`config.mk`:
```
export PLATFORM = sky130hd
export DESIGN_NAME = vsmul_step_counter
export DESIGN_NICKNAME = d
export VERILOG_FILES = /design/src/verilog/vfx_pkg.sv /design/src/verilog/vsmul_step_counter.sv
export VERILOG_INCLUDE_DIRS = /design/src /design/src/verilog
export SDC_FILE = /design/constraint.sdc
export NUM_CORES = 1
export LEC_CHECK = 0
export BUFFER_PORTS_ARGS = -buffer_cell sky130_fd_sc_hd__clkbuf_2
export CORE_AREA = 2 2 39 41
export CTS_CLUSTER_SIZE = 28
export DETAILED_ROUTE_END_ITERATION = 10
export DIE_AREA = 0 0 41 43
export SKIP_CTS_REPAIR_TIMING = 1
export SYNTH_ARGS = -nofsm -noshare
export SYNTH_HDL_FRONTEND = slang
export SYNTH_SLANG_ARGS = --single-unit
```
`constraint.sdc`:
```
create_clock -name clk_i -period 1.8 [get_ports clk_i]
set_clock_uncertainty 0.15 [all_clocks]
set_input_delay 0.18 -clock clk_i [delete_from_list [all_inputs] [get_ports clk_i]]
set_output_delay 0.18 -clock clk_i [all_outputs]
set_load 0.01 [all_outputs]
```
`src/verilog/vsmul_consts.svh`:
```
`ifndef VSMUL_CONSTS_SVH
`define VSMUL_CONSTS_SVH

// One operand or result slice of the vector register.
`define VSMUL_SLICE_W 64

// Double-width product bus, two bits per element bit.
`define VSMUL_PROD_W 128

`define VSMUL_LANES 8 // byte lanes in one slice.

// Multiplier steps for SEW 64. The step counter width follows from it.
`define VSMUL_MAX_STEPS 8

`endif
```
`src/verilog/vfx_pkg.sv`:
```
package vfx_pkg;

    // Element width codes, same encoding as vsew.
    typedef enum logic [1:0] {
        SEW_8  = 2'b00,
        SEW_16 = 2'b01,
        SEW_32 = 2'b10,
        SEW_64 = 2'b11
    } sew_t;

    // Fixed-point rounding modes in vxrm encoding.
    typedef enum logic [1:0] {
        RNU_V = 2'b00, // round to nearest, ties up.
        RNE_V = 2'b01, // round to nearest, ties to even.
        RDN_V = 2'b10, // truncate toward minus infinity.
        ROD_V = 2'b11  // jam the discarded bits into the lowest bit.
    } vxrm_t;

endpackage

```
`src/verilog/vsmul_step_counter.sv`:
```
`include "vsmul_consts.svh"

module vsmul_step_counter (
    input  logic          clk_i,
    input  logic          rst_n_i,
    input  vfx_pkg::sew_t sew_i,
    input  logic          clear_i,
    input  logic          inc_i,
    output logic          step_last_o
);

    localparam int CNT_W = $clog2(`VSMUL_MAX_STEPS);

    logic [CNT_W-1:0] cnt_q;
    logic [CNT_W-1:0] last_cnt;

    always_ff @(posedge clk_i) begin
        if (!rst_n_i || clear_i) begin
            cnt_q <= '0;
        end else if (inc_i) begin
            cnt_q <= cnt_q + 1'b1;
        end
    end

    always_comb begin
        case (sew_i)
            vfx_pkg::SEW_8:  last_cnt = CNT_W'(0);
            vfx_pkg::SEW_16: last_cnt = CNT_W'(1);
            vfx_pkg::SEW_32: last_cnt = CNT_W'(3);
            default:         last_cnt = CNT_W'(`VSMUL_MAX_STEPS - 1);
        endcase
    end

    assign step_last_o = (cnt_q == last_cnt); // one step per multiplier byte.

endmodule

```
# --- Word-level counts from Yosys, hierarchy flattened ---
# Cells that the tools add are included.
# W data, S select, Z words.
classes:
  reduce_logical: 3
  addsub: 1
  muxes: 1
  n_eq_ne: 3
ops:
  columns: ["operator", "count"]
  rows:
  - ["$pmux W3 S3", 1]
  - ["$add A3 B1 Y3 const B", 1]
  - ["$eq A3 B3 Y1", 1]
  - ["$eq A2 B1 Y1 const B", 1]
  - ["$eq A2 B2 Y1 const B", 1]
  - ["$logic_not A2 Y1", 1]
  - ["$logic_not A1 Y1", 1]
  - ["$logic_or A1 B1 Y1", 1]
word_totals:
  output_inout_bits: 1
  word_cells: 9
  inputBits: 6
  reg_bits: 3

# --- Depth between registers and ports, before layout ---
depth:
  depth_word: 3
  depth_mapped: 4
  mapped_depth_nobuf: 4

# --- Least setup slack after synthesis ---
# Ideal clock, no wire load.
synth_path:
  path_kind: "register -> output"
  startpoint: "reg cnt_q[2]"
  endpoint: "out step_last_o"
  required_ps: 1470
  stages_incl_launch_ff: 4
  setup_slack_ps: 586
  arrival_time_ps: 884
  cell_sequence: "dfxtp_1 -> xnor2_1 -> a32o_1 -> a22o_1"
synth_between:
  elab_chain_cells: 1
synth_lines:
  columns: ["item", "line_no", "text"]
  rows:
  - ["start: declaration", "vsmul_step_counter.sv:14", "logic [CNT_W-1:0] cnt_q;"]
  - ["start signal: assignment", "vsmul_step_counter.sv:21", "cnt_q <= cnt_q + 1'b1;"]
  - ["$eq A3 B3 Y1", "vsmul_step_counter.sv:34", "assign step_last_o = (cnt_q == last_cnt);"]
  - ["end: declaration", "vsmul_step_counter.sv:9", "output logic step_last_o"]
# Every way passes these cells.

# --- Worst setup path after layout ---
# Ends and elaborated chain as after synthesis.

==> impl_metrics.tcl <==
set metrics [dict create \
    grt_pass1_vias 117 \
    dp_hpwl_um 225 \
    coreArea_um2 1380 \
    post-route-period-util_pct 86.5 \
    regToRegEndpoint "cnt_q[1]" \
    seqPwrFrac_pct 33.6 \
    setup.worst_path.start "cnt_q[2]" \
    worstPathMaxFanout 3 \
    post-place-ws_ns 0.483 \
    arrival_ns 1.23 \
    grt_pass1_wl_um 427 \
    synth.top_cells.by_count "nor2_1 (4), dfxtp_1 (3), xnor2_1 (2)" \
    syn_area_um2 158 \
    fmax_mhz 642 \
    power.density_nw_per_um2 894 \
    clk_latency_ns 0.23 \
    timing.slew.headroom_pct 84.4 \
    clkPwrFrac_pct 56.4 \
    rows 14 \
    synthArstFlopShare_pct 0 \
    wl_um 277 \
    r2r_cells 3 \
    syn-mean-instance-area_um2 9.27 \
    ant_nets 0 \
    nets 35 \
    netlist_instances 17 \
    die_h_um 43 \
    power_mw 0.209 \
    start_util_pct 11.4 \
    endpoint "step_last_o" \
    hold_violations 0 \
    synth.area.top_cells "dfxtp_1 (38%), xnor2_1 (11%), nor2_1 (9.5%)" \
    drt_iter0_drc 0 \
    p_switching_mw 0.0457 \
    fin_crit_ns 1.56 \
    synth-edff-count 0 \
    slew_viol_final 0 \
    dpl_cell_area_um2 208 \
    regMostFlops "cnt_q" \
    layout-drive-gt1-share_pct 33.3 \
    cts.clk_slew.worst_paths_ns 0.04 \
    first_pass_iters 1 \
    ys.flop_type "dfxtp_1" \
    cp-end-kind "primary output" \
    place.port_buffers 6 \
    outcome "finished clean" \
    fin_ws_ns 0.243 \
    wl_per_cell_um 6.44 \
    cp.required_ns 1.47 \
    worstReg2RegStart "cnt_q[1]" \
    finalInstanceArea_um2 234 \
    hold_class "in2reg" \
    top_regs "cnt_q: 3 flops" \
    fill_cells 160 \
    dieArea_um2 1760 \
    setup_tns_ns 0 \
    yosys.area.top_type_share_pct 38.1 \
    cts_max_path_buffers 2 \
    rsz0062_at_grt "false" \
    drv_cap 0 \
    ios 7 \
    clock-sinks 3 \
    yosysSeqAreaShare_pct 38.1 \
    vias_per_cell 3.35 \
    sw_frac_of_total_pct 21.8 \
    antenna_found_initial 0 \
    cts_tree "built" \
    grt-ovfl-total 0 \
    multi_input_area_um2 97.6 \
    syn_nets 24 \
    seqCellArea_um2 60.1 \
    grt_usage_pct 4.61 \
    synth_most_common_cell "nor2_1" \
    largest_register_ffs 3 \
    yosys.area.top_type "dfxtp_1" \
    whs_ns 0.0956 \
    cts_root_buf "clkbuf_4" \
    ys_ff_latch 3 \
    h-tree-depth 1 \
    fp.dieW_um 41 \
    synth_warnings 0 \
    startpoint_type "register" \
    synth_cell_types 11 \
    worst_pin_slew_ns 0.233 \
    post-route-drc-count 0 \
    total_leakage_power_nw 0.104 \
    syn2layout_area_growth_pct 48.4 \
    critPathKind "reg2out" \
    finalSetupViolCount 0 \
    p_int_mw 0.164 \
    gp_congestion 0.628 \
    r2r_slack_ns 0.74 \
    grt_max_degree 5 \
    p_comb_share_pct 10.0 \
    numCtsBuffers 3 \
    ir_worst_vdd_mv 0.220 \
    diodes 0 \
    vias 144 \
]
## how the worst min path moves through the flow
stage	cells past startpoint	start	to	slack, ns
2_1_floorplan	2	inc_i	cnt_q[0]	0.18
3_3_place_gp	3	inc_i	cnt_q[0]	0.33
3_5_place_dp	3	rst_n_i	cnt_q[0]	0.33
4_1_cts	3	rst_n_i	cnt_q[2]	0.09
5_1_grt	3	rst_n_i	cnt_q[2]	0.1
6_report	3	rst_n_i	cnt_q[2]	0.1
## per-layer routing
layer | GRT usage, % | vias to the layer above | wire length, um
li1 | - | 78 | -
met1 | 4.17 | 60 | 126
met2 | 4.69 | 6 | 116
met3 | 4.71 | 0 | 35
met4 | 6.00 | 0 | 0
met5 | 0 | - | 0
## cell usage in the layout (no fill, tap or decap)
cell type  synthesis  routed
xnor2_1            2       2
nor2_1             4       4
nor3_1             1       1
xor2_1             1       1
a22o_1             1       1
nand2b_1           1       1
clkbuf_1           0       1
nand2_1            1       1
a32o_1             1       1
dfxtp_1            3       3
ha_1               1       1
clkbuf_2           0       6
clkbuf_4           0       3
mux2i_1            1       1
## critical path: stages, from the launching register on
cell and delay (ns):
dfxtp_1 0.33, xnor2_1 0.13, a32o_1 0.25, a22o_1 0.17
clkbuf_2 0.12
## cell families after synthesis
kind of cell	after synthesis	synth area share (%)
multiplexers	1	6.35
AND/OR/NAND/NOR	7	19.0
XOR/XNOR	3	16.7
flip-flops	3	38.1
adder cells (fa/ha/maj)	1	7.94
AO/OA/AOI/OAI	2	11.9
## power by group through the flow
stage               logic, mW  registers [mW]  clock network, mW
floorplan              0.0118          0.0709                  0
global placement       0.0207          0.0714                  0
detailed placement     0.0212          0.0713                  0
CTS                    0.0213          0.0703              0.126
global route           0.0240          0.0705              0.133
finish                 0.0210          0.0703              0.118
## area by class of cell
cell class | instances | area share (%)
multi-input combinational | 14 | 41.7
timing repair buffer | 6 | 12.8
sequential | 3 | 25.7
tap | 16 | 8.56
clock buffer | 4 | 11.2
## metrics by stage
stage               cells  util [%]
global placement       39      15.0
CTS                    43      16.9
finish                 43      16.9
detailed placement     39      15.0
global route           43      16.9
floorplan              17         -
Power figures use the tool's default switching activity.
