## src/verilog/vsmul_consts.svh

```systemverilog
`ifndef VSMUL_CONSTS_SVH
`define VSMUL_CONSTS_SVH

// One operand or result slice of the vector register.
`define VSMUL_SLICE_W 64

// Double-width product bus, two bits per element bit.
`define VSMUL_PROD_W 128

`define VSMUL_LANES 8 // byte lanes in one slice.

// Multiplier steps for SEW 64. The step counter width follows from it.
`define VSMUL_MAX_STEPS 8

`endif
```

## src/verilog/vsmul_ctrl.sv

```systemverilog
`include "vsmul_consts.svh"

module vsmul_ctrl (
    input  logic                       clk_i,
    input  logic                       rst_n_i,
    input  logic                       req_i,
    input  logic                       step_last_i,
    input  logic [`VSMUL_SLICE_W-1:0]  data_vd_i,
    input  logic                       sat_ovf_i,
    input  logic                       vxsat_clr_i,
    output logic                       mul_load_o,
    output logic                       mul_step_o,
    output logic                       ack_o,
    output logic [`VSMUL_SLICE_W-1:0]  result_o,
    output logic                       vxsat_o
);

    typedef enum logic [1:0] {IDLE, LOAD, STEP, DONE} state_t;

    state_t                    state_q;
    state_t                    state_d;
    logic                      ack_q;
    logic                      vxsat_q;
    logic                      capture;
    logic [`VSMUL_SLICE_W-1:0] result_q;

    always_comb begin
        state_d = state_q;
        case (state_q)
            IDLE: if (req_i) state_d = LOAD;
            LOAD: state_d = STEP;
            STEP: if (step_last_i) state_d = DONE;
            default: if (ack_q && !req_i) state_d = IDLE;
        endcase
    end

    // The product is complete one cycle after the last step edge.
    assign capture = (state_q == DONE) && !ack_q;

    always_ff @(posedge clk_i) begin
        if (!rst_n_i) begin
            state_q  <= IDLE;
            ack_q    <= 1'b0;
            result_q <= '0;
        end else begin
            state_q <= state_d;
            if (capture) begin
                ack_q    <= 1'b1;
                result_q <= data_vd_i;
            end else if (state_d == IDLE) begin
                ack_q <= 1'b0;
            end
        end
    end

    // Sticky saturation flag. A clear wins over a set in the same cycle.
    always_ff @(posedge clk_i) begin
        if (!rst_n_i || vxsat_clr_i) begin
            vxsat_q <= 1'b0;
        end else if (capture && sat_ovf_i) begin
            vxsat_q <= 1'b1;
        end
    end

    assign mul_load_o = (state_q == LOAD);
    assign mul_step_o = (state_q == STEP);
    assign ack_o      = ack_q;
    assign result_o   = result_q;
    assign vxsat_o    = vxsat_q;

endmodule

```

## config.mk

```make
export PLATFORM = sky130hd
export DESIGN_NAME = vsmul_ctrl
export DESIGN_NICKNAME = d
export VERILOG_FILES = /design/src/verilog/vsmul_ctrl.sv
export VERILOG_INCLUDE_DIRS = /design/src /design/src/verilog
export SDC_FILE = /design/constraint.sdc
export NUM_CORES = 1
export LEC_CHECK = 0
export BUFFER_PORTS_ARGS = -buffer_cell sky130_fd_sc_hd__buf_2
export CELL_PAD_IN_SITES_DETAIL_PLACEMENT = 2
export CELL_PAD_IN_SITES_GLOBAL_PLACEMENT = 2
export CORE_MARGIN = 2
export CORE_UTILIZATION = 26
export DETAILED_ROUTE_END_ITERATION = 6
export PLACE_DENSITY_LB_ADDON = 0.05
export SETUP_SLACK_MARGIN = 0.05
export SYNTH_ARGS = -nofsm -noshare
export SYNTH_HDL_FRONTEND = slang
export SYNTH_SLANG_ARGS = --single-unit
```

## constraint.sdc

```tcl
create_clock -name clk_i -period 2.2 [get_ports clk_i]
set_clock_uncertainty 0.15 [all_clocks]
set_input_delay 0.22 -clock clk_i [delete_from_list [all_inputs] [get_ports clk_i]]
set_output_delay 0.22 -clock clk_i [all_outputs]
set_load 0.01 [all_outputs]
```

# ---- Word level (Yosys, flattened, before mapping)
# Cells that the tools add are included.
dict set report classes {
  n_eq_ne 3
  muxes 6
  n_reduce_logical 10
}
# cell n
set op_table {}
lappend op_table {{$mux W2} 3}
lappend op_table {{$pmux W2 S3} 1}
lappend op_table {{$eq A2 B2 Y1 const B} 2}
lappend op_table {{$logic_not A2 Y1} 2}
lappend op_table {{$logic_and A1 B1 Y1} 3}
lappend op_table {{$logic_not A1 Y1} 3}
lappend op_table {{$eq A2 B1 Y1 const B} 1}
lappend op_table {{$mux W1} 2}
lappend op_table {{$reduce_bool A2 Y1} 1}
lappend op_table {{$logic_or A1 B1 Y1} 1}
dict set report totals {
  ff_bits 68
  elab_cells 23
}

# ---- Logic depth before layout (Yosys ltp)
# Gate-level depths: netlist of the first run.
dict set report depth {
  depth_word 7
  depth_mapped 7
  mapped_depth_nobuf 5
}

# ---- Worst setup path before layout of the first run
# Ideal clock, no wire load.
dict set report synth_timing {
  path_kind {register to register}
  from {reg state_q[0]}
  to {reg ack_q (netlist: ack_o)}
  setup_time_ps 119
  t_arrival_ps 1186
  required_time_ps 1931
  slack_ps 745
  stages_incl_launch_ff 6
  path_buffers 0
  synth_period_minus_slack_ps 1455
  cell_sequence {dfxtp_1 > inv_2 > ha_1 > a22oi_1 > o32ai_2 > o221a_1}
}
dict set report synth_via {
  elab_chain_len 4
  word_cells_on_any_way 12
}
# element line_no
set synth_rtl {}
lappend synth_rtl {{start, declared} vsmul_ctrl.sv:20} ;# state_t state_q;
lappend synth_rtl {{start signal, assigned} vsmul_ctrl.sv:46} ;# state_q <= state_d;
lappend synth_rtl {{$eq A2 B2 Y1} --}
lappend synth_rtl {{via mul_step_o} vsmul_ctrl.sv:12} ;# output logic mul_step_o,
lappend synth_rtl {{$pmux W2 S3} vsmul_ctrl.sv:29} ;# case (state_q)
lappend synth_rtl {{$logic_not A2 Y1} vsmul_ctrl.sv:50} ;# end else if (state_d == IDLE) begin
lappend synth_rtl {{$reduce_bool A2 Y1 (no source line)} --}
lappend synth_rtl {{end signal, assigned} vsmul_ctrl.sv:43} ;# ack_q <= 1'b0;
lappend synth_rtl {{end signal, assigned} vsmul_ctrl.sv:48} ;# ack_q <= 1'b1;
lappend synth_rtl {{end signal, assigned} vsmul_ctrl.sv:51} ;# ack_q <= 1'b0;
lappend synth_rtl {{end, declared} vsmul_ctrl.sv:22} ;# logic ack_q;
# The timed path passes the listed nets, and every way through them passes these cells.
# A chain may end at the register's enable or synchronous reset.

# ---- Final worst setup path of the first run
dict set report layout_timing {
  from {reg state_q[1]}
  to {reg result_q[52] (netlist: result_o[52])}
}
dict set report layout_via {
  elab_chain_len 2
}
# element line_no
set layout_rtl {}
lappend layout_rtl {{$eq A2 B2 Y1} vsmul_ctrl.sv:38} ;# assign capture = (state_q == DONE) && !ack_q;
lappend layout_rtl {{$logic_and A1 B1 Y1} vsmul_ctrl.sv:38}
lappend layout_rtl {{end signal, assigned} vsmul_ctrl.sv:49} ;# result_q <= data_vd_i;
lappend layout_rtl {{end, declared} vsmul_ctrl.sv:25} ;# logic [`VSMUL_SLICE_W-1:0] result_q;
# No other way between the ends.

==> out/qor.txt, run 1 <==
Hold Vio Cnt, Final - 0
Synth Area per Inst - 8.69 um2
Ports - 138
Peak VDD IR - 315 uV
final period utilization - 84.7%
Reg2Reg Depth - 5
Syn Inst Count - 304
Synth Area in XOR/XNOR - 0%
Die Footprint - 0.0110 mm2
Syn-to-layout area delta - 60.3%
post-synthesis sequential area ratio - 51.5%
pin count of the biggest net entering global routing - 35
Slew headroom - 70.9%
CP Cell Sequence - ha_1 -> and2b_2 -> buf_4 -> nand2_1 -> a21boi_1
PwrDens - 760 mW/mm2
Initial Util - 26.9%
top achievable clock speed - 537 MHz
PortBufs - 137
CORE AREA - 0.00982 mm2
gpl congestion - 0.697
final setup vio count - 0
layout cells sized above 1 - 31.9%
Clk Latency, worst-skew pair - 0.33 ns
mux contribution to synthesized area - 0%
synth warn - 0
gr usage total - 18.1%
vias - 2818
simple-gate area share of the yosys netlist - 20.8%
dpl cell area - 0.00341 mm2
Final Max Slew Viols - 0
adder-cell share of the synthesized area - 1.89%
drt first pass iters - 4
total CTS buffers - 9
Critical Path Stages - 5
n_diodes - 0
CP Class - flop to flop
vias in the first global route - 3164
hold path depth - 3
Required @ worst endpoint - 2.30 ns
Max clock buf depth - 2
initial antenna violation count - 0
unrepaired setup endpoints after global routing - false
Hold Crit Class - input pin to flop
Slowest-stage cell, CP - dfxtp_1
Routed WL per cell - 15.1 um
minimum clock period - 1.86 ns
main combinational cell family by area after synthesis - simple AND/OR/NAND/NOR gates
Hold-fix buffers, CTS - 65
Clock Sinks - 68
htree depth - 3
Slew @ Worst Pin - 0.437 ns
Reg clk slew, reported paths - 0.07 ns
number of synthesized register bits - 68
Compound-Gate Fraction of Synth Area - 20.0%
Mapped Nets - 378
nets@finish - 575
via density per instance - 4.42
crit-path max cell delay - 0.41 ns
Post-CTS Resized - 0
setup TNS - 0 ns
Rows - 36
status - complete, no violations
DR DRC count - 0
first-pass GRT wire length - 15.8 mm
Critical Path AT - 1.96 ns
DRT antenna net count - 0
mapped cell area - 0.00264 mm2
reported leakage power - 1.89 nW
Buf+Inv Stages, Crit Path - 1
CP max FO - 31
chip height - 105 um
DP HPWL - 5.95 mm
drt total wl - 9.64 mm
Iter 0 DRT Violations - 46
clock root cell - clkbuf_8
Startpoint Class - flop
cell area after layout - 0.00424 mm2
post-CTS setup buffer count - 0
family with the most delay on the worst path - flip-flops
Overflow after GRT - 0
CTS tree - built
crit end category - flop
Die X - 105 um
max-cap violations - 0
count of cell types in the netlist - 22
[path summary, 6_finish.rpt]
check               startpoint            to  slack [ns]
hold reg to reg   result_o[61]  result_o[61]        0.30
hold / removal       sat_ovf_i       vxsat_o        0.06
setup / recovery    state_q[1]  result_o[52]        0.34
setup reg to reg    state_q[1]  result_o[52]        0.34
[synthesized netlist by cell type]
master | instances | area (um2)
nand2_1 | 128 | 480
dfxtp_1 | 68 | 1360
a21boi_1 | 64 | 480
clkbuf_1 | 7 | 26.3
buf_2 | 6 | 30.0
buf_6 | 6 | 67.6
ha_1 | 4 | 50.1
buf_4 | 3 | 22.5
nand2b_1 | 3 | 18.8
nand3_1 | 3 | 15.0
a21boi_0 | 1 | 7.51
a21oi_1 | 1 | 5.00
a22oi_1 | 1 | 7.51
and2_1 | 1 | 6.26
and2b_1 | 1 | 7.51
and3b_1 | 1 | 8.76
inv_1 | 1 | 3.75
inv_2 | 1 | 3.75
nor3_1 | 1 | 5.00
nor3b_1 | 1 | 7.51
o221a_1 | 1 | 11.3
o32ai_2 | 1 | 16.3
[routing by layer]
layer	vias up	global-route usage [%]	routed length, um
met4	0	6.29	176
met1	1345	18.6	3740
met5	-	0	0
met3	17	5.43	535
li1	1372	-	-
met2	84	34.4	5180
[sequential cells by signal, summed over array words and instances, names as in the netlist]
| signal | flops |
|---|---|
| ack_o | 1 |
| result_o | 64 |
| state_q | 2 |
| vxsat_o | 1 |
[tightest hold or removal path, stage by stage]
cell	delay, ns
buf_2	0.10
a21oi_1	0.12
nor3b_1	0.06
[layout by cell type (no fill, tap or decap)]
| cell | n |
|---|---|
| buf_2 | 137 |
| nand2_1 | 128 |
| dfxtp_1 | 68 |
| dlygate4sd3_1 | 65 |
| a21boi_1 | 64 |
| clkbuf_8 | 12 |
| buf_4 | 5 |
| ha_1 | 4 |
| nand3_1 | 3 |
| nand2b_1 | 2 |
| clkinv_2 | 2 |
| inv_1 | 1 |
| inv_2 | 1 |
| and2b_2 | 1 |
| nand2b_2 | 1 |
| and3b_1 | 1 |
| nor3_1 | 1 |
| a22oi_1 | 1 |
| o32ai_2 | 1 |
| and2_1 | 1 |
| a21boi_0 | 1 |
| o221a_1 | 1 |
| a21oi_1 | 1 |
| nor3b_1 | 1 |
| buf_12 | 1 |
[kinds of logic after synthesis]
logic type               count (synthesis)
AND/OR/NAND/NOR                        139
AO/OA/AOI/OAI                           69
flip-flops                              68
buffers and inverters                   24
adder cells (fa/ha/maj)                  4
[per-stage QoR]
stage | power (mW) | cells | util, % | setup slack, ns | hold WS (ns)
CTS | 3.27 | 637 | 43.1 | 0.327 | 0.0168
global placement | 2.19 | 558 | 34.7 | 0.466 | 0.230
detailed placement | 2.22 | 558 | 34.7 | 0.363 | 0.236
finish | 3.22 | 637 | 43.1 | 0.336 | 0.0615
floorplan | 1.93 | 304 | - | 0.745 | 0.146
global route | 3.43 | 637 | 43.1 | 0.188 | 0.0836
[final cells by class]
class	count	area [um2]
clock buffers	12	165
clock inverters	2	10.0
fillers	1171	5580
inverters	2	7.51
multi-input cells	212	1130
flip-flops and latches	68	1360
well taps	133	166
repair buffers	208	1390
[power by group]
group	switching [mW]	total, mW	internal, mW
Clock	0.454	0.939	0.486
Sequential	0.0755	1.43	1.36
Combinational	0.465	0.845	0.379
Total	0.994	3.22	2.22
Power figures use the tool's default switching activity.
==> inputs of run 2 (changes only) <==
--- a/config.mk
+++ b/config.mk
@@ -6,11 +6,12 @@
 export SDC_FILE = /design/constraint.sdc
 export NUM_CORES = 1
 export LEC_CHECK = 0
+export ABC_AREA = 1
 export BUFFER_PORTS_ARGS = -buffer_cell sky130_fd_sc_hd__buf_2
 export CELL_PAD_IN_SITES_DETAIL_PLACEMENT = 2
 export CELL_PAD_IN_SITES_GLOBAL_PLACEMENT = 2
 export CORE_MARGIN = 2
-export CORE_UTILIZATION = 26
+export CORE_UTILIZATION = 23
 export DETAILED_ROUTE_END_ITERATION = 6
 export PLACE_DENSITY_LB_ADDON = 0.05
 export SETUP_SLACK_MARGIN = 0.05
==> constraint.sdc (replaced) <==
create_clock -name clk_i -period 1.95 [get_ports clk_i]
set_clock_uncertainty 0.15 [all_clocks]
set_input_delay 0.195 -clock clk_i [delete_from_list [all_inputs] [get_ports clk_i]]
set_output_delay 0.195 -clock clk_i [all_outputs]
set_load 0.01 [all_outputs]
==> run 2 against run 1 <==
Clock-buffer cell count up 1. Clock power up 11%. Routed wire length down 5.8%. Sequential power up 22%. First-iteration DRC count up 65%. Power up 21%. Flip-flop and latch count unchanged. Sequential share of layout area up 1.1 points. Utilization down 5.2 points. Highest routed layer unchanged. Combinational power up 30%.
==> out/qor.txt, run 2 <==
DRT antenna net count - 0
n_diodes - 0
CORE AREA - 0.0108 mm2
vias - 2789
mapped cell area - 0.00253 mm2
chip height - 109 um
number of synthesized register bits - 68
top achievable clock speed - 585 MHz
vias in the first global route - 3019
htree depth - 3
Startpoint Class - flop
commonest cells in the netlist - 130 x nor2_1, 68 x dfxtp_1, 45 x o21ai_0, 20 x o21ai_1, 8 x clkbuf_1
Rows - 38
CP Class - flop to flop
synth top area cells - dfxtp_1 54%, nor2_1 19%, o21ai_0 8.9%
layout cells sized above 1 - 31.1%
adder-cell share of the synthesized area - 1.98%
via density per instance - 4.28
Required @ worst endpoint - 2.05 ns
Final Util - 38.0%
minimum clock period - 1.71 ns
gr usage total - 15.8%
post-CTS setup buffer count - 0
final setup vio count - 0
PortBufs - 137
DP HPWL - 5.66 mm
Post-synth EDFFs - 0
Final Max Slew Viols - 0
drt first pass iters - 4
reported leakage power - 2.11 nW
Reg clk slew, reported paths - 0.07 ns
Die Footprint - 0.0118 mm2
Peak VDD IR - 372 uV
pre-CTS WS - 0.204 ns
most common cell after layout, fill and taps aside - buf_2
CP max FO - 65
initial antenna violation count - 0
synth warn - 0
Hold Crit Class - input pin to flop
Synth Area per Inst - 8.12 um2
Critical Path AT - 1.81 ns
final period utilization - 87.7%
hold_ws - 0.113 ns
post-synth top area cell - dfxtp_1
main combinational cell family by area after synthesis - simple AND/OR/NAND/NOR gates
mux contribution to synthesized area - 0%
DR DRC count - 0
Compound-Gate Fraction of Synth Area - 14.3%
setup TNS - 0 ns
async set or reset register ratio after synthesis - 0%
crit end category - flop
drt total wl - 9.07 mm
post-synthesis sequential area ratio - 53.9%
Initial Util - 23.4%
unrepaired setup endpoints after global routing - false
Ports - 138
setup ws final - 0.239 ns
prevailing post-synth register cell - dfxtp_1
Iter 0 DRT Violations - 76
most common cell in the synthesized netlist - nor2_1
gpl congestion - 0.691
Max clock buf depth - 2
Routed WL per cell - 13.9 um
Mapped Nets - 385
Clock Sinks - 68
Synth top area share - 53.9%
Slew @ Worst Pin - 0.439 ns
Overflow after GRT - 0
total CTS buffers - 9
pin count of the biggest net entering global routing - 66
max-cap violations - 0
first-pass GRT wire length - 14.4 mm
max FFs per register - 64
most frequent cells in the layout - 137 x buf_2, 130 x nor2_1, 68 x dfxtp_1, 66 x dlygate4sd3_1, 45 x o21ai_0
Slew headroom - 70.7%
simple-gate area share of the yosys netlist - 21.1%
clock root cell - clkbuf_8
Syn-to-layout area delta - 62.2%
CTS tree - built
status - complete, no violations
Hold Vio Cnt, Final - 0
Die X - 109 um
count of cell types in the netlist - 18
total power - 3.89 mW
Syn Inst Count - 311
Clk Latency, worst-skew pair - 0.34 ns
Synth Area in XOR/XNOR - 0%
nets@finish - 582
PwrDens - 948 mW/mm2
-- run 2: cell types whose count changed in the layout (fill, tap and decap cells not counted), moves of 2 or more --
cell / change
clkbuf_1: +2
nand2_1: -122
inv_1: +6
nor2_1: +130
buf_4: -4
buf_12: +2
nand2b_1: -2
o21ai_1: +20
o21ai_0: +45
a21boi_1: -64
-- run 2: final timing paths --
| path | slack (ns) | startpoint | endpoint | depth (start not counted) |
|---|---|---|---|---|
| setup / recovery | 0.24 | state_q[0] | vxsat_o | 6 |
| hold / removal | 0.11 | req_i | state_q[1] | 5 |
| setup reg to reg | 0.24 | state_q[0] | vxsat_o | 6 |
| hold reg to reg | 0.31 | vxsat_o | vxsat_o | 2 |
-- run 2: power by group --
part	leakage (nW)	internal, mW	total (mW)	switching, mW
clock network	0.0893	0.522	1.04	0.517
logic	1.47	0.478	1.10	0.624
registers	0.551	1.62	1.75	0.124
-- run 2: worst max-delay path: stages (launching register included) --
cell and delay, ns:
dfxtp_1 0.42, ha_1 0.25, inv_2 0.07, nor2_4 0.14
buf_12 0.29, nand2_1 0.09, a211oi_1 0.19
-- run 2: cell type report --
| class | count | area [um2] |
|---|---|---|
| inverters | 9 | 36.3 |
| flip-flops and latches | 68 | 1360 |
| well taps | 140 | 175 |
| clock buffers | 13 | 159 |
| multi-input cells | 213 | 942 |
| clock inverters | 2 | 10.0 |
| fillers | 1254 | 6700 |
| repair buffers | 207 | 1410 |
-- run 2: kinds of logic after synthesis --
logic type,count (synthesis)
DFF,68
and+or+nand+nor,139
AOI/OAI and AO/OA,70
buffers and inverters,30
adders and majority gates,4
-- run 2: timing repair --
item | in CTS | in global routing
endpoints found under the setup margin | 0 | 1
hold endpoints to repair | 65 | 0
gates resized for setup | 0 | 2
hold buffers | 66 | 0
-- run 2: layer usage --
layer,vias up,GRT usage (%),wire length (um)
met5,-,0,0
met4,0,6.32,129
met3,10,3.53,450
met2,70,30.0,4930
met1,1330,16.8,3560
li1,1379,-,-
-- run 2: through the flow --
stage	area, um2	instances
after CTS	4100	652
after floorplan	2530	311
after global routing	4100	652
after detailed placement	3270	571
after global placement	3270	571
final	4100	652
