`src/verilog/vsmul_consts.svh`:
```
`ifndef VSMUL_CONSTS_SVH
`define VSMUL_CONSTS_SVH

// One operand or result slice of the vector register.
`define VSMUL_SLICE_W 64

// Double-width product bus, two bits per element bit.
`define VSMUL_PROD_W 128

`define VSMUL_LANES 8 // byte lanes in one slice.

// Multiplier steps for SEW 64. The step counter width follows from it.
`define VSMUL_MAX_STEPS 8

`endif
```
`src/verilog/vfx_pkg.sv`:
```
package vfx_pkg;

    // Element width codes, same encoding as vsew.
    typedef enum logic [1:0] {
        SEW_8  = 2'b00,
        SEW_16 = 2'b01,
        SEW_32 = 2'b10,
        SEW_64 = 2'b11
    } sew_t;

    // Fixed-point rounding modes in vxrm encoding.
    typedef enum logic [1:0] {
        RNU_V = 2'b00, // round to nearest, ties up.
        RNE_V = 2'b01, // round to nearest, ties to even.
        RDN_V = 2'b10, // truncate toward minus infinity.
        ROD_V = 2'b11  // jam the discarded bits into the lowest bit.
    } vxrm_t;

endpackage

```
`src/verilog/vsmul.sv`:
```
`include "vsmul_consts.svh"

module vsmul (
    input  vfx_pkg::sew_t              sew_i,
    input  vfx_pkg::vxrm_t             vxrm_i,
    input  logic [`VSMUL_PROD_W-1:0]   data_i,    // element products at twice SEW.
    output logic [`VSMUL_SLICE_W-1:0]  data_vd_o, // rounded and saturated result.
    output logic                       sat_ovf_o  // some element saturated.
);

    logic [`VSMUL_LANES-1:0][7:0] kept;      // product bits SEW-1 and up, per byte lane.
    logic [`VSMUL_LANES-1:0][7:0] sum;
    logic [`VSMUL_LANES-1:0]      first;     // lowest lane of an element.
    logic [`VSMUL_LANES-1:0]      pos_top;   // top lane of an element with a positive product.
    logic [`VSMUL_LANES-1:0]      rinc;      // rounding increment, only in first lanes.
    logic [`VSMUL_LANES-1:0]      carry_in;
    logic [`VSMUL_LANES-1:0]      carry_out;
    logic [`VSMUL_LANES-1:0]      ovf;

    // Rounding increment for one element whose product sits at bit 0 of prod.
    function automatic logic round_bit(input vfx_pkg::vxrm_t mode,
                                       input logic [`VSMUL_PROD_W-1:0] prod,
                                       input int unsigned w);
        logic lsb;
        logic half;
        logic rest;
        lsb  = prod[w-1];  // lowest kept bit.
        half = prod[w-2];  // weight of one half.
        rest = (prod & ((`VSMUL_PROD_W'(1) << (w - 2)) - `VSMUL_PROD_W'(1))) != '0;
        case (mode)
            vfx_pkg::RNU_V: round_bit = half;
            vfx_pkg::RNE_V: round_bit = half & (rest | lsb);
            vfx_pkg::RDN_V: round_bit = 1'b0;
            default:        round_bit = ~lsb & (half | rest);
        endcase
    endfunction

    // The product has two sign bits, so SEW bits from bit SEW-1 upward carry the value.
    always_comb begin
        kept    = '0;
        first   = '0;
        pos_top = '0;
        rinc    = '0;
        case (sew_i)
            vfx_pkg::SEW_8: begin
                for (int i = 0; i < `VSMUL_LANES; i++) begin
                    kept[i]    = data_i[16*i+7 +: 8];
                    first[i]   = 1'b1;
                    pos_top[i] = ~data_i[16*i+15];
                    rinc[i]    = round_bit(vxrm_i, data_i >> (16*i), 8);
                end
            end
            vfx_pkg::SEW_16: begin
                for (int i = 0; i < `VSMUL_LANES/2; i++) begin
                    kept[2*i +: 2]   = data_i[32*i+15 +: 16];
                    first[2*i]       = 1'b1;
                    pos_top[2*i+1]   = ~data_i[32*i+31];
                    rinc[2*i]        = round_bit(vxrm_i, data_i >> (32*i), 16);
                end
            end
            vfx_pkg::SEW_32: begin
                for (int i = 0; i < `VSMUL_LANES/4; i++) begin
                    kept[4*i +: 4]   = data_i[64*i+31 +: 32];
                    first[4*i]       = 1'b1;
                    pos_top[4*i+3]   = ~data_i[64*i+63];
                    rinc[4*i]        = round_bit(vxrm_i, data_i >> (64*i), 32);
                end
            end
            default: begin
                kept       = data_i[126:63];
                first[0]   = 1'b1;
                pos_top[7] = ~data_i[127];
                rinc[0]    = round_bit(vxrm_i, data_i, 64);
            end
        endcase
    end

    // Byte-lane incrementer. The chain restarts at the first lane of every element.
    always_comb begin
        carry_in[0] = rinc[0];
        {carry_out[0], sum[0]} = {1'b0, kept[0]} + 9'(carry_in[0]);
        for (int j = 1; j < `VSMUL_LANES; j++) begin
            carry_in[j] = first[j] ? rinc[j] : carry_out[j-1];
            {carry_out[j], sum[j]} = {1'b0, kept[j]} + 9'(carry_in[j]);
        end
    end

    // A positive product whose result reads negative has overflowed.
    always_comb begin
        for (int j = 0; j < `VSMUL_LANES; j++) begin
            ovf[j] = pos_top[j] & sum[j][7];
        end
    end

    always_comb begin
        data_vd_o = sum;
        case (sew_i)
            vfx_pkg::SEW_8: begin
                for (int i = 0; i < `VSMUL_LANES; i++) begin
                    data_vd_o[8*i +: 8] = ovf[i] ? 8'h7f : sum[i];
                end
            end
            vfx_pkg::SEW_16: begin
                for (int i = 0; i < `VSMUL_LANES/2; i++) begin
                    data_vd_o[16*i +: 16] = ovf[2*i+1] ? 16'h7fff : sum[2*i +: 2];
                end
            end
            vfx_pkg::SEW_32: begin
                for (int i = 0; i < `VSMUL_LANES/4; i++) begin
                    data_vd_o[32*i +: 32] = ovf[4*i+3] ? 32'h7fff_ffff : sum[4*i +: 4];
                end
            end
            default: begin
                data_vd_o = ovf[7] ? 64'h7fff_ffff_ffff_ffff : sum;
            end
        endcase
        sat_ovf_o = |ovf; // only top lanes can flag.
    end

endmodule

```
`config.mk`:
```
export PLATFORM = sky130hd
export DESIGN_NAME = vsmul
export DESIGN_NICKNAME = d
export VERILOG_FILES = /design/src/verilog/vfx_pkg.sv /design/src/verilog/vsmul.sv
export VERILOG_INCLUDE_DIRS = /design/src /design/src/verilog
export SDC_FILE = /design/constraint.sdc
export NUM_CORES = 1
export LEC_CHECK = 0
export BUFFER_PORTS_ARGS = -buffer_cell sky130_fd_sc_hd__buf_2
export CAP_MARGIN = 10
export CORE_ASPECT_RATIO = 0.6
export CORE_MARGIN = 2
export CORE_UTILIZATION = 30
export DETAILED_ROUTE_END_ITERATION = 10
export PLACE_DENSITY_LB_ADDON = 0.1
export SYNTH_ARGS = -nofsm -noshare
export SYNTH_HDL_FRONTEND = slang
export SYNTH_SLANG_ARGS = --single-unit
```
`constraint.sdc`:
```
create_clock -name vclk -period 28.5
set_clock_uncertainty 0.2 [all_clocks]
set_input_delay 5.7 -clock vclk [all_inputs]
set_output_delay 5.7 -clock vclk [all_outputs]
set_load 0.1 [all_outputs]
```
Yosys cells after proc, flatten, opt, wreduce, memory -nomap -nowiden
Cells that the tools add are included.
{ "word_totals": {"ff_bits": 0, "in_bits": 132, "output_inout_bits": 65, "elab_cells": 173} }
{ "classes": {"addsub": 8, "n_eq_ne": 4, "n_mux": 57, "bitwise_logic": 84, "n_reduce_logical": 20} }
{ "op_table": {"columns": ["cell", "count"], "rows": [
  ["$reduce_bool 128->1", 15],
  ["$pmux 64 s3", 1],
  ["$pmux 56 s3", 1],
  ["$mux 16", 4],
  ["$mux 32", 2],
  ["$mux 64", 1],
  ["$mux 8", 8],
  ["$add 8x1->9", 7],
  ["$pmux 1 s3", 17],
  ["$and 1x1->1", 38],
  ["$or 1x1->1", 30],
  ["$mux 1", 21],
  ["$not 1->1", 16],
  ["$add 8x1->8", 1],
  ["$reduce_or 8->1", 1],
  ["$eq 2x1->1 const B", 2],
  ["$eq 2x2->1 const B", 2],
  ["$logic_not 2->1", 2],
  ["$pmux 1 s2", 2],
  ["$reduce_or 3->1", 1],
  ["$reduce_or 2->1", 1]
]} }

Longest topological paths before layout
Gate-level depths: netlist of the first run.
{ "depth": {"ltp_word": 23, "mapped_depth": 53, "ltp_nobuf": 50} }

Worst setup path before layout of the first run
No wires, ideal clock.
{ "synth_path": {"path_kind": "input to output", "start": "input port sew_i[1]", "end": "output port data_vd_o[23]", "arrival_ns": 14.908, "required_time_ns": 22.600, "path_slack_ns": 7.692, "cell_stages": 50, "path_buffers": 6, "cell_sequence": "buf_4 > buf_4 > buf_2 > buf_2 > buf_2 > buf_1 > mux4_2 > ha_1 > ha_1 > nand2_1 > nor2_1 > nand4_1 > o21ai_0 > ha_1 > ha_1 > nand2_1 > o22ai_1 > ha_1 > [14 not listed] > ha_1 > nand2_1 > nor2_1 > nand3_1 > a222oi_1 > ha_1 > ha_1 > nand2_1 > nor2_1 > a41o_1 > ha_1 > nand3_1 > nor3_1 > mux2_2 > nand2_1 > o31ai_2 > nand2_1 > o311ai_0"} }
{ "synth_via": {"elab_chain_cells": 20, "elab_cells_between_ends": 42, "classes_between": "add/sub (8); eq/ne (2); mux (26); bitwise (3); reduce/logical (3)"} }
{ "synth_lines": {"columns": ["item", "line", "text"], "rows": [
  ["start: declaration", "vsmul.sv:4", "input vfx_pkg::sew_t sew_i,"],
  ["$eq 2x2->1, or another cell as far along", "vsmul.sv:44, vsmul.sv:97", null],
  ["$pmux 56 s3 or $pmux 1 s3 (tied branches)", "vsmul.sv:44", "case (sew_i)"],
  ["$add 8x1->9", "vsmul.sv:81", "{carry_out[0], sum[0]} = {1'b0, kept[0]} + 9'(carry_in[0]);"],
  ["$mux 1", "vsmul.sv:83", "carry_in[j] = first[j] ? rinc[j] : carry_out[j-1];"],
  ["$add 8x1->9", "vsmul.sv:84", "{carry_out[j], sum[j]} = {1'b0, kept[j]} + 9'(carry_in[j]);"],
  ["$mux 1", "vsmul.sv:83", null],
  ["$add 8x1->9", "vsmul.sv:84", null],
  ["$mux 1", "vsmul.sv:83", null],
  ["[4 not listed]", null, null],
  ["$add 8x1->9", "vsmul.sv:84", null],
  ["$mux 1", "vsmul.sv:83", null],
  ["$add 8x1->9", "vsmul.sv:84", null],
  ["$mux 1", "vsmul.sv:83", null],
  ["$add 8x1->8", "vsmul.sv:84", null],
  ["$and 1x1->1", "vsmul.sv:91", "ovf[j] = pos_top[j] & sum[j][7];"],
  ["$mux 64", "vsmul.sv:114", "data_vd_o = ovf[7] ? 64'h7fff_ffff_ffff_ffff : sum;"],
  ["$pmux 64 s3 *", "vsmul.sv:97", "case (sew_i)"],
  ["end: declaration", "vsmul.sv:7", "output logic [`VSMUL_SLICE_W-1:0] data_vd_o,"]
]} }
Mark *: on every way between the ends. The rest lies on a longest branch, timed or not.

Final worst setup path of the first run
{ "layout_path": {"start": "input port sew_i[1]", "end": "output port data_vd_o[36]"} }
{ "layout_via": {"elab_chain_cells": 20, "elab_cells_between_ends": 42, "classes_between": "add/sub (8); eq/ne (2); mux (26); bitwise (3); reduce/logical (3)"} }
{ "layout_lines": {"columns": ["item", "line"], "rows": [
  ["$eq 2x2->1, or another cell as far along", "vsmul.sv:44, vsmul.sv:97"],
  ["$pmux 56 s3 or $pmux 1 s3 (tied branches)", "vsmul.sv:44"],
  ["$add 8x1->9", "vsmul.sv:81"],
  ["$mux 1", "vsmul.sv:83"],
  ["$add 8x1->9", "vsmul.sv:84"],
  ["$mux 1", "vsmul.sv:83"],
  ["$add 8x1->9", "vsmul.sv:84"],
  ["$mux 1", "vsmul.sv:83"],
  ["[4 not listed]", null],
  ["$add 8x1->9", "vsmul.sv:84"],
  ["$mux 1", "vsmul.sv:83"],
  ["$add 8x1->9", "vsmul.sv:84"],
  ["$mux 1", "vsmul.sv:83"],
  ["$add 8x1->8", "vsmul.sv:84"],
  ["$and 1x1->1", "vsmul.sv:91"],
  ["$mux 64 or $mux 32 (tied branches)", "vsmul.sv:114, vsmul.sv:110"],
  ["$pmux 64 s3 *", "vsmul.sv:97"]
]} }
Marks and branches as above.

==> results of run 1 <==
## routing by layer
metal	global-route usage, %	wire length (um)	up-vias
met4	1.032	15	0
met3	4.899	1634	2
met1	38.26	8725	2327
met2	34.07	6492	232
met5	0	0	-
li1	-	-	2416
## report_power, final
group / internal, uW / leakage [uW] / switching, uW / total, uW
registers: 0 / 0 / 0 / 0
clock network: 0.00000941 / 0.0000000127 / 0 / 0.00000942
logic: 35.9 / 0.00220 / 129 / 165
## layout by cell type (no fill, tap or decap), drive strengths merged, types with 4 or more instances in the layout
master,Yosys,final
a31oi,9,9
nand3b,5,5
a21oi,27,27
xor2,26,26
ha,16,16
mux4,7,7
or2,4,4
o21ai,46,46
nor4,20,20
nor3,18,18
nand4,9,9
mux2,10,10
nand2,97,97
buf,19,200
nand3,33,33
mux2i,50,50
nor2,41,41
nor2b,5,5
inv,6,6
xnor2,25,25
and2,7,7
and3,4,4
nand2b,22,22
o22ai,5,5
or3,5,5
## cell type report
cell class | count | area (um2) | area share, %
diodes | 2 | 5.005 | 0.1044
multi-input cells | 527 | 3545 | 73.97
inverters | 7 | 27.53 | 0.5744
repair buffers | 200 | 1008 | 21.04
well taps | 165 | 206.4 | 4.308
## worst max-delay path, delay by kind of cell
family	cells	cell delay [ns]
muxes	1	0.47
and+or+nand+nor	19	3.06
AOI/OAI and AO/OA	12	3.28
adders and majority gates	15	3.12
buffers and inverters	2	0.67
## worst paths after layout
| path | from | end | cells after the start |
|---|---|---|---|
| worst min-delay path | data_i[127] | data_vd_o[63] | 3 |
| worst max-delay path | sew_i[1] | data_vd_o[36] | 49 |
## metrics by stage
step                      power, uW  instance area (um2)  hold slack (ns)  worst slack [ns]
after global placement        164.5                 4787            11.73             6.919
after floorplan               128.1                 3754            11.65             7.692
final                         165.3                 4792            11.73             6.240
after global routing          173.5                 4787            11.74             5.317
after detailed placement      164.2                 4787            11.73             6.543
after CTS                     164.8                 4787            11.73             6.524
## cell families after synthesis
family / Yosys count / synth area share (%)
simple gates: 278 / 36.63
fa+ha+maj: 16 / 5.333
mux: 67 / 21.07
compound gates: 115 / 19.30
buf+inv: 39 / 5.566
xor+xnor: 51 / 12.10
==> metrics.md, run 1 <==
| Metric | Value |
|---|---|
| Setup bufs post-CTS | `0` |
| Drt first pass iters | `5` |
| P&R area growth vs syn | `27.67%` |
| RSZ-0062 raised after global routing | `false` |
| Core ar. | `0.01214 mm2` |
| Clkbuf count | `0` |
| Reg area | `0 um2` |
| Drt first-iter violations | `406` |
| Grt ovf | `0` |
| Hold Crit Class | `primary input to output port` |
| Netlist cell types | `69` |
| Initial antenna violation count | `2` |
| Synth area leader | `mux2i_1` |
| Max Cap Viol | `0` |
| CP most frequent cell | `ha_1` |
| Synth Cell Area | `0.003754 mm2` |
| Share of cells above drive strength 1 | `31.20%` |
| Final WL | `16,870 um` |
| Final core utilization | `39.47%` |
| Cts hold-fix bufs | `0` |
| PwrDens | `34.50 mW/mm2` |
| Syn Inst Count | `566` |
| Cell Rows | `31` |
| CP Class | `primary input to output port` |
| DR WL/cell | `18.72 um` |
| Pin count of the biggest net entering global routing | `59` |
| Via count | `4,977` |
| Die ar. | `0.01345 mm2` |
| GRT Total Usage | `24.03%` |
| DP Wirelength | `13,970 um` |
| Die H | `90.65 um` |
| DIE WIDTH | `148.4 um` |
| Filler Cells Inserted | `1,365` |
| Slew Viols, Final | `0` |
| PortBufs | `197` |
| Data arrival time of the critical path | `16.36 ns` |
| IO Count | `197` |
| Top-count cell post-synth | `nand2_1` |
| Fin. Hold Viols | `0` |
| First-pass GRT wire length | `26,320 um` |
| Crit Path Max Fanout | `30` |
| Worst path required time | `22.60 ns` |
| Slowest stage delay, CP | `1.07 ns` |
| Commonest cells in the netlist | `nand2_1 (97), mux2i_1 (48), nor2_1 (41), o21ai_0 (40), nand3_1 (32)` |
| Fin Setup TNS | `0 ns` |
| Post_cts resized | `0` |
| Via density | `5.524` |
| Layout Nets | `884` |
| Remaining DRCs | `0` |
| Fmax | `44.92 MHz` |
| Routed Antenna Nets | `0` |
| Worst setup SP type | `primary input` |
| Vias in the first global route | `4,855` |
| Post-synth top area share | `12.80%` |
| Starting density of the core | `30.92%` |
| # setup viols final | `0` |
| Slowest-stage cell, CP | `a222oi_1` |
| Status | `complete, no violations` |
| Synth warnings | `0` |
| CP endpoint kind | `output port` |
| Fin crit share | `78.11%` |
| Synth area leaders | `mux2i_1 (13%), nand2_1 (9.7%), xor2_1 (6.1%)` |
| Seq cells | `0` |
| GPL Wtd Cong | `0.8872` |
| Seq/Total Area, Yosys | `0%` |
| Synthesized Nets | `714` |
| Pleak | `0.002198 uW` |
| Slew headroom | `18.89%` |
| Fin crit period | `22.26 ns` |
| VDD IR max | `0.00002353 V` |
| Post-Layout Cell Count | `901` |
| Worst slew pin tran | `1.217 ns` |
| Cells after DPL | `899` |
| Syn_area_per_cell | `6.632 um2` |
(Power assumes the default switching activity.)
==> run 2, diff against run 1 <==
==> constraint.sdc (replaced) <==
create_clock -name vclk -period 20.8
set_clock_uncertainty 0.2 [all_clocks]
set_input_delay 4.16 -clock vclk [all_inputs]
set_output_delay 4.16 -clock vclk [all_outputs]
set_load 0.1 [all_outputs]
==> metrics.md, run 2 (synthesis gave the netlist of run 1 again) <==
| Metric | Value |
|---|---|
| Status | `complete, no violations` |
| Psw | `177.1 uW (+37%)` |
| Clkbuf count | `0 (unchanged)` |
| Starting density of the core | `30.92% (unchanged)` |
| Hold Crit Class | `primary input to output port` |
| Worst path required time | `16.44 ns (-6.16 ns)` |
| GPL Wtd Cong | `0.8932 (+0.68%)` |
| Core ar. | `0.01214 mm2 (unchanged)` |
| RSZ-0062 raised after global routing | `false` |
| Final WL | `16,810 um (-0.34%)` |
| First-pass GRT wire length | `26,030 um (-1.1%)` |
| Worst slew pin tran | `0.9883 ns (-0.2283 ns)` |
| Slew Viols, Final | `0 (unchanged)` |
| Hold path startpoint | `data_i[127]` |
| PortBufs | `197 (unchanged)` |
| DR WL/cell | `18.66 um (-0.34%)` |
| CP most frequent cell | `ha_1` |
| Pin count of the biggest net entering global routing | `54 (-8.5%)` |
| Internal power | `49.20 uW (+37%)` |
| Fin crit period | `19.12 ns` |
| Share of total power in combinational logic | `100.0% (about the same)` |
| Seq cells | `0 (unchanged)` |
| Initial antenna violation count | `2 (unchanged)` |
| Sw Share | `78.26% (about the same)` |
| Pleak | `0.002198 uW (unchanged)` |
| Clock share of power | `0% (unchanged)` |
| CP Class | `primary input to output port` |
| Grt ovf | `0 (unchanged)` |
| # setup viols final | `0 (unchanged)` |
| Layout Nets | `884 (unchanged)` |
| Max Cap Viol | `0 (unchanged)` |
| Setup WS post-layout | `1.677 ns (-4.562 ns)` |
| Filler Cells Inserted | `1,332 (-2.4%)` |
| Worst setup SP type | `primary input` |
| IO Count | `197 (unchanged)` |
| Post-Place Worst Slack | `1.720 ns (-4.823 ns)` |
| DP Wirelength | `14,040 um (+0.52%)` |
| Vias in the first global route | `4,767 (-1.8%)` |
| Via count | `5,017 (+0.80%)` |
| Fin Setup TNS | `0 ns (unchanged)` |
| Post_cts resized | `0 (unchanged)` |
| VDD IR max | `0.00004022 V (+71%)` |
| Fmax | `52.29 MHz` |
| Slowest stage delay, CP | `0.90 ns (-0.17 ns)` |
| Via density | `5.568 (+0.80%)` |
| Share of cells above drive strength 1 | `31.20% (unchanged)` |
| Setup bufs post-CTS | `0 (unchanged)` |
| Routed Antenna Nets | `0 (unchanged)` |
| GRT Total Usage | `23.67% (-0.36 points)` |
| Fin. Hold Viols | `0 (unchanged)` |
| CP endpoint kind | `output port` |
| Fin crit share | `91.94%` |
| Crit Path Max Fanout | `53 (+77%)` |
| Commonest cells after routing, fill and taps aside | `buf_2 (197), nand2_1 (97), mux2i_1 (48)` |
| Die H | `90.65 um (unchanged)` |
| PwrDens | `47.22 mW/mm2 (+37%)` |
| Slowest-stage cell, CP | `a222oi_1` |
| Drt first pass iters | `5 (unchanged)` |
| Reg area | `0 um2 (unchanged)` |
| Data arrival time of the critical path | `14.76 ns (-1.60 ns)` |
| Cts hold-fix bufs | `0 (unchanged)` |
| Remaining DRCs | `0 (unchanged)` |
| Crit path launch | `sew_i[1]` |
| Cell Rows | `31 (unchanged)` |
| Drt first-iter violations | `485 (+19%)` |
| P&R area growth vs syn | `27.67% (unchanged)` |
| DIE WIDTH | `148.4 um (unchanged)` |
| Slew headroom | `34.11% (+15 points)` |
| Seq pwr share | `0% (unchanged)` |
| Die ar. | `0.01345 mm2 (unchanged)` |
| Most common cell after layout, fill and taps aside | `buf_2` |
## run 2: power by group through the flow
| stage | registers [uW] | logic, uW | clock network (uW) |
|---|---|---|---|
| after floorplan | 0 | 176 | 0 |
| after global placement | 0 | 225 | 0 |
| after detailed placement | 0 | 225 | 0 |
| after CTS | 0 | 226 | 0 |
| after global routing | 0 | 237 | 0.00000645 |
| final | 0 | 226 | 0.0000129 |
## run 2: layer usage
layer | wire length (um) | GRT usage (%) | part of all wire, % | vias up
li1 | - | - | - | 2426
met1 | 8446 | 38.62 | 50 | 2324
met2 | 6650 | 33.72 | 40 | 263
met3 | 1685 | 3.485 | 10 | 4
met4 | 29 | 0.3968 | 0.17 | 0
met5 | 0 | 0 | 0 | -
## run 2: through the flow
stage | hold slack, ns | cells | power (uW) | area, um2 | utilization [%]
detailed placement | 8.645 | 899 | 224.8 | 4787 | 39.43
finish | 8.642 | 901 | 226.3 | 4792 | 39.47
global placement | 8.642 | 899 | 224.7 | 4787 | 39.43
CTS | 8.645 | 899 | 225.6 | 4787 | 39.43
floorplan | 8.572 | 566 | 175.6 | 3754 | -
global route | 8.657 | 900 | 237.4 | 4790 | 39.45
## run 2: worst paths after layout
path	to	slack, ns	cells after the start
hold / removal	data_vd_o[63]	8.64	3
setup / recovery	data_vd_o[33]	1.68	46
## run 2: final cells by class
cell class / instances / area [um2] / area share, %
antenna: 2 / 5.005 / 0.1044
tap: 165 / 206.4 / 4.308
inverter: 7 / 27.53 / 0.5744
multi-input combinational: 527 / 3545 / 73.97
timing repair buffer: 200 / 1008 / 21.04
## run 2: critical path: cells and delay by family
| family | cells | cell delay (ns) |
|---|---|---|
| adder cells (fa/ha/maj) | 15 | 3.16 |
| AO/OA/AOI/OAI | 11 | 2.82 |
| multiplexers | 1 | 0.47 |
| buffers and inverters | 3 | 1.46 |
| AND/OR/NAND/NOR | 16 | 2.68 |
==> run 3, diff against run 2 <==
==> constraint.sdc (replaced) <==
create_clock -name vclk -period 24.6
set_clock_uncertainty 0.2 [all_clocks]
set_input_delay 4.92 -clock vclk [all_inputs]
set_output_delay 4.92 -clock vclk [all_outputs]
set_load 0.1 [all_outputs]
==> metrics.md, run 3 (synthesis gave the netlist of run 1 again) <==
| Metric | Value |
|---|---|
| Cts hold-fix bufs | `0 (unchanged)` |
| Fin crit share | `84.01%` |
| Worst slew pin tran | `1.177 ns (+0.1885 ns)` |
| Drt first pass iters | `5 (unchanged)` |
| Fin. Hold Viols | `0 (unchanged)` |
| Cell depth of the worst hold path | `3 (unchanged)` |
| Post-Layout Cell Count | `901 (unchanged)` |
| Fmax | `48.39 MHz` |
| Die ar. | `0.01345 mm2 (unchanged)` |
| Initial antenna violation count | `3 (+1)` |
| Setup WS post-layout | `3.933 ns (+2.256 ns)` |
| DR WL/cell | `18.72 um (+0.35%)` |
| Routed Antenna Nets | `0 (unchanged)` |
| Vias in the first global route | `4,790 (+0.48%)` |
| Die H | `90.65 um (unchanged)` |
| Worst path required time | `19.48 ns (+3.04 ns)` |
| Layout Nets | `884 (unchanged)` |
| CP endpoint kind | `output port` |
| VDD IR max | `0.00002878 V (-28%)` |
| Slew headroom | `21.55% (-13 points)` |
| PwrDens | `40.00 mW/mm2 (-15%)` |
| Area after DPL | `0.004787 mm2 (unchanged)` |
| Crit Path Max Fanout | `30 (-43%)` |
| Worst setup SP type | `primary input` |
| Reg area | `0 um2 (unchanged)` |
| Cell Rows | `31 (unchanged)` |
| IO Count | `197 (unchanged)` |
| Status | `complete, no violations` |
| Post-Place Worst Slack | `4.158 ns (+2.438 ns)` |
| Fin Setup TNS | `0 ns (unchanged)` |
| Data arrival time of the critical path | `15.55 ns (+0.79 ns)` |
| Share of cells above drive strength 1 | `31.20% (unchanged)` |
| Pleak | `0.002198 uW (unchanged)` |
| Via density | `5.518 (-0.90%)` |
| CP most frequent cell | `ha_1` |
| Core ar. | `0.01214 mm2 (unchanged)` |
| Clkbuf count | `0 (unchanged)` |
| Most common cell after layout, fill and taps aside | `buf_2` |
| Cells after DPL | `899 (unchanged)` |
| Starting density of the core | `30.92% (unchanged)` |
| Slew Viols, Final | `0 (unchanged)` |
| Remaining DRCs | `0 (unchanged)` |
| Commonest cells after routing, fill and taps aside | `buf_2 (197), nand2_1 (97), mux2i_1 (48)` |
| Slowest stage delay, CP | `1.04 ns (+0.14 ns)` |
| Max Cap Viol | `0 (unchanged)` |
| # setup viols final | `0 (unchanged)` |
| Grt ovf | `0 (unchanged)` |
| Slowest-stage cell, CP | `a222oi_1` |
| Pin count of the biggest net entering global routing | `59 (+9.3%)` |
| Fin area | `0.004792 mm2 (unchanged)` |
| Drt first-iter violations | `362 (-25%)` |
| Final WL | `16,870 um (+0.35%)` |
| DP Wirelength | `14,050 um (+0.11%)` |
| Via count | `4,972 (-0.90%)` |
| RSZ-0062 raised after global routing | `false` |
| Seq cells | `0 (unchanged)` |
| GRT Total Usage | `23.95% (+0.28 points)` |
| Setup bufs post-CTS | `0 (unchanged)` |
| Post_cts resized | `0 (unchanged)` |
| P&R area growth vs syn | `27.67% (unchanged)` |
| Fin crit period | `20.67 ns` |
| First-pass GRT wire length | `26,200 um (+0.66%)` |
| DIE WIDTH | `148.4 um (unchanged)` |
| GPL Wtd Cong | `0.8873 (-0.66%)` |
| Final core utilization | `39.47% (unchanged)` |
| CP Class | `primary input to output port` |
| PortBufs | `197 (unchanged)` |
| Hold Crit Class | `primary input to output port` |
==> run 3: cell counts in the layout (fill, tap and decap cells not counted) <==
Identical to the previous run, type by type.
==> run 3: per-stage QoR <==
step	power, uW	hold slack, ns
floorplan	148.5	10.09
global placement	190.6	10.17
detailed placement	190.4	10.17
CTS	191.1	10.17
global route	200.9	10.18
finish	191.7	10.17
==> run 3: layout make-up <==
class | instances | area [um2]
antenna | 2 | 5.005
fill | 1382 | 7348
inverter | 7 | 27.53
multi-input combinational | 527 | 3545
tap | 165 | 206.4
timing repair buffer | 200 | 1008
==> run 3: report_power, final <==
part,switching [uW],internal (uW)
combinational,150,41.7
sequential,0,0
clock,0,0.0000109
total,150,41.7
==> run 3: critical path, delay by kind of cell <==
kind / cells / cell delay [ns]
and+or+nand+nor: 19 / 3.11
adders and majority gates: 15 / 3.11
buffers and inverters: 2 / 0.67
AOI/OAI and AO/OA: 12 / 3.23
muxes: 1 / 0.47
==> run 3: final timing paths <==
check	startpoint	end	slack [ns]
worst max-delay path	sew_i[1]	data_vd_o[33]	3.93
worst min-delay path	data_i[127]	data_vd_o[63]	10.17
==> run 3: layer usage <==
layer,routed length (um),GRT usage [%]
met1,8803,38.95
met2,6526,34.26
met3,1441,2.980
met4,87,1.270
met5,11,0
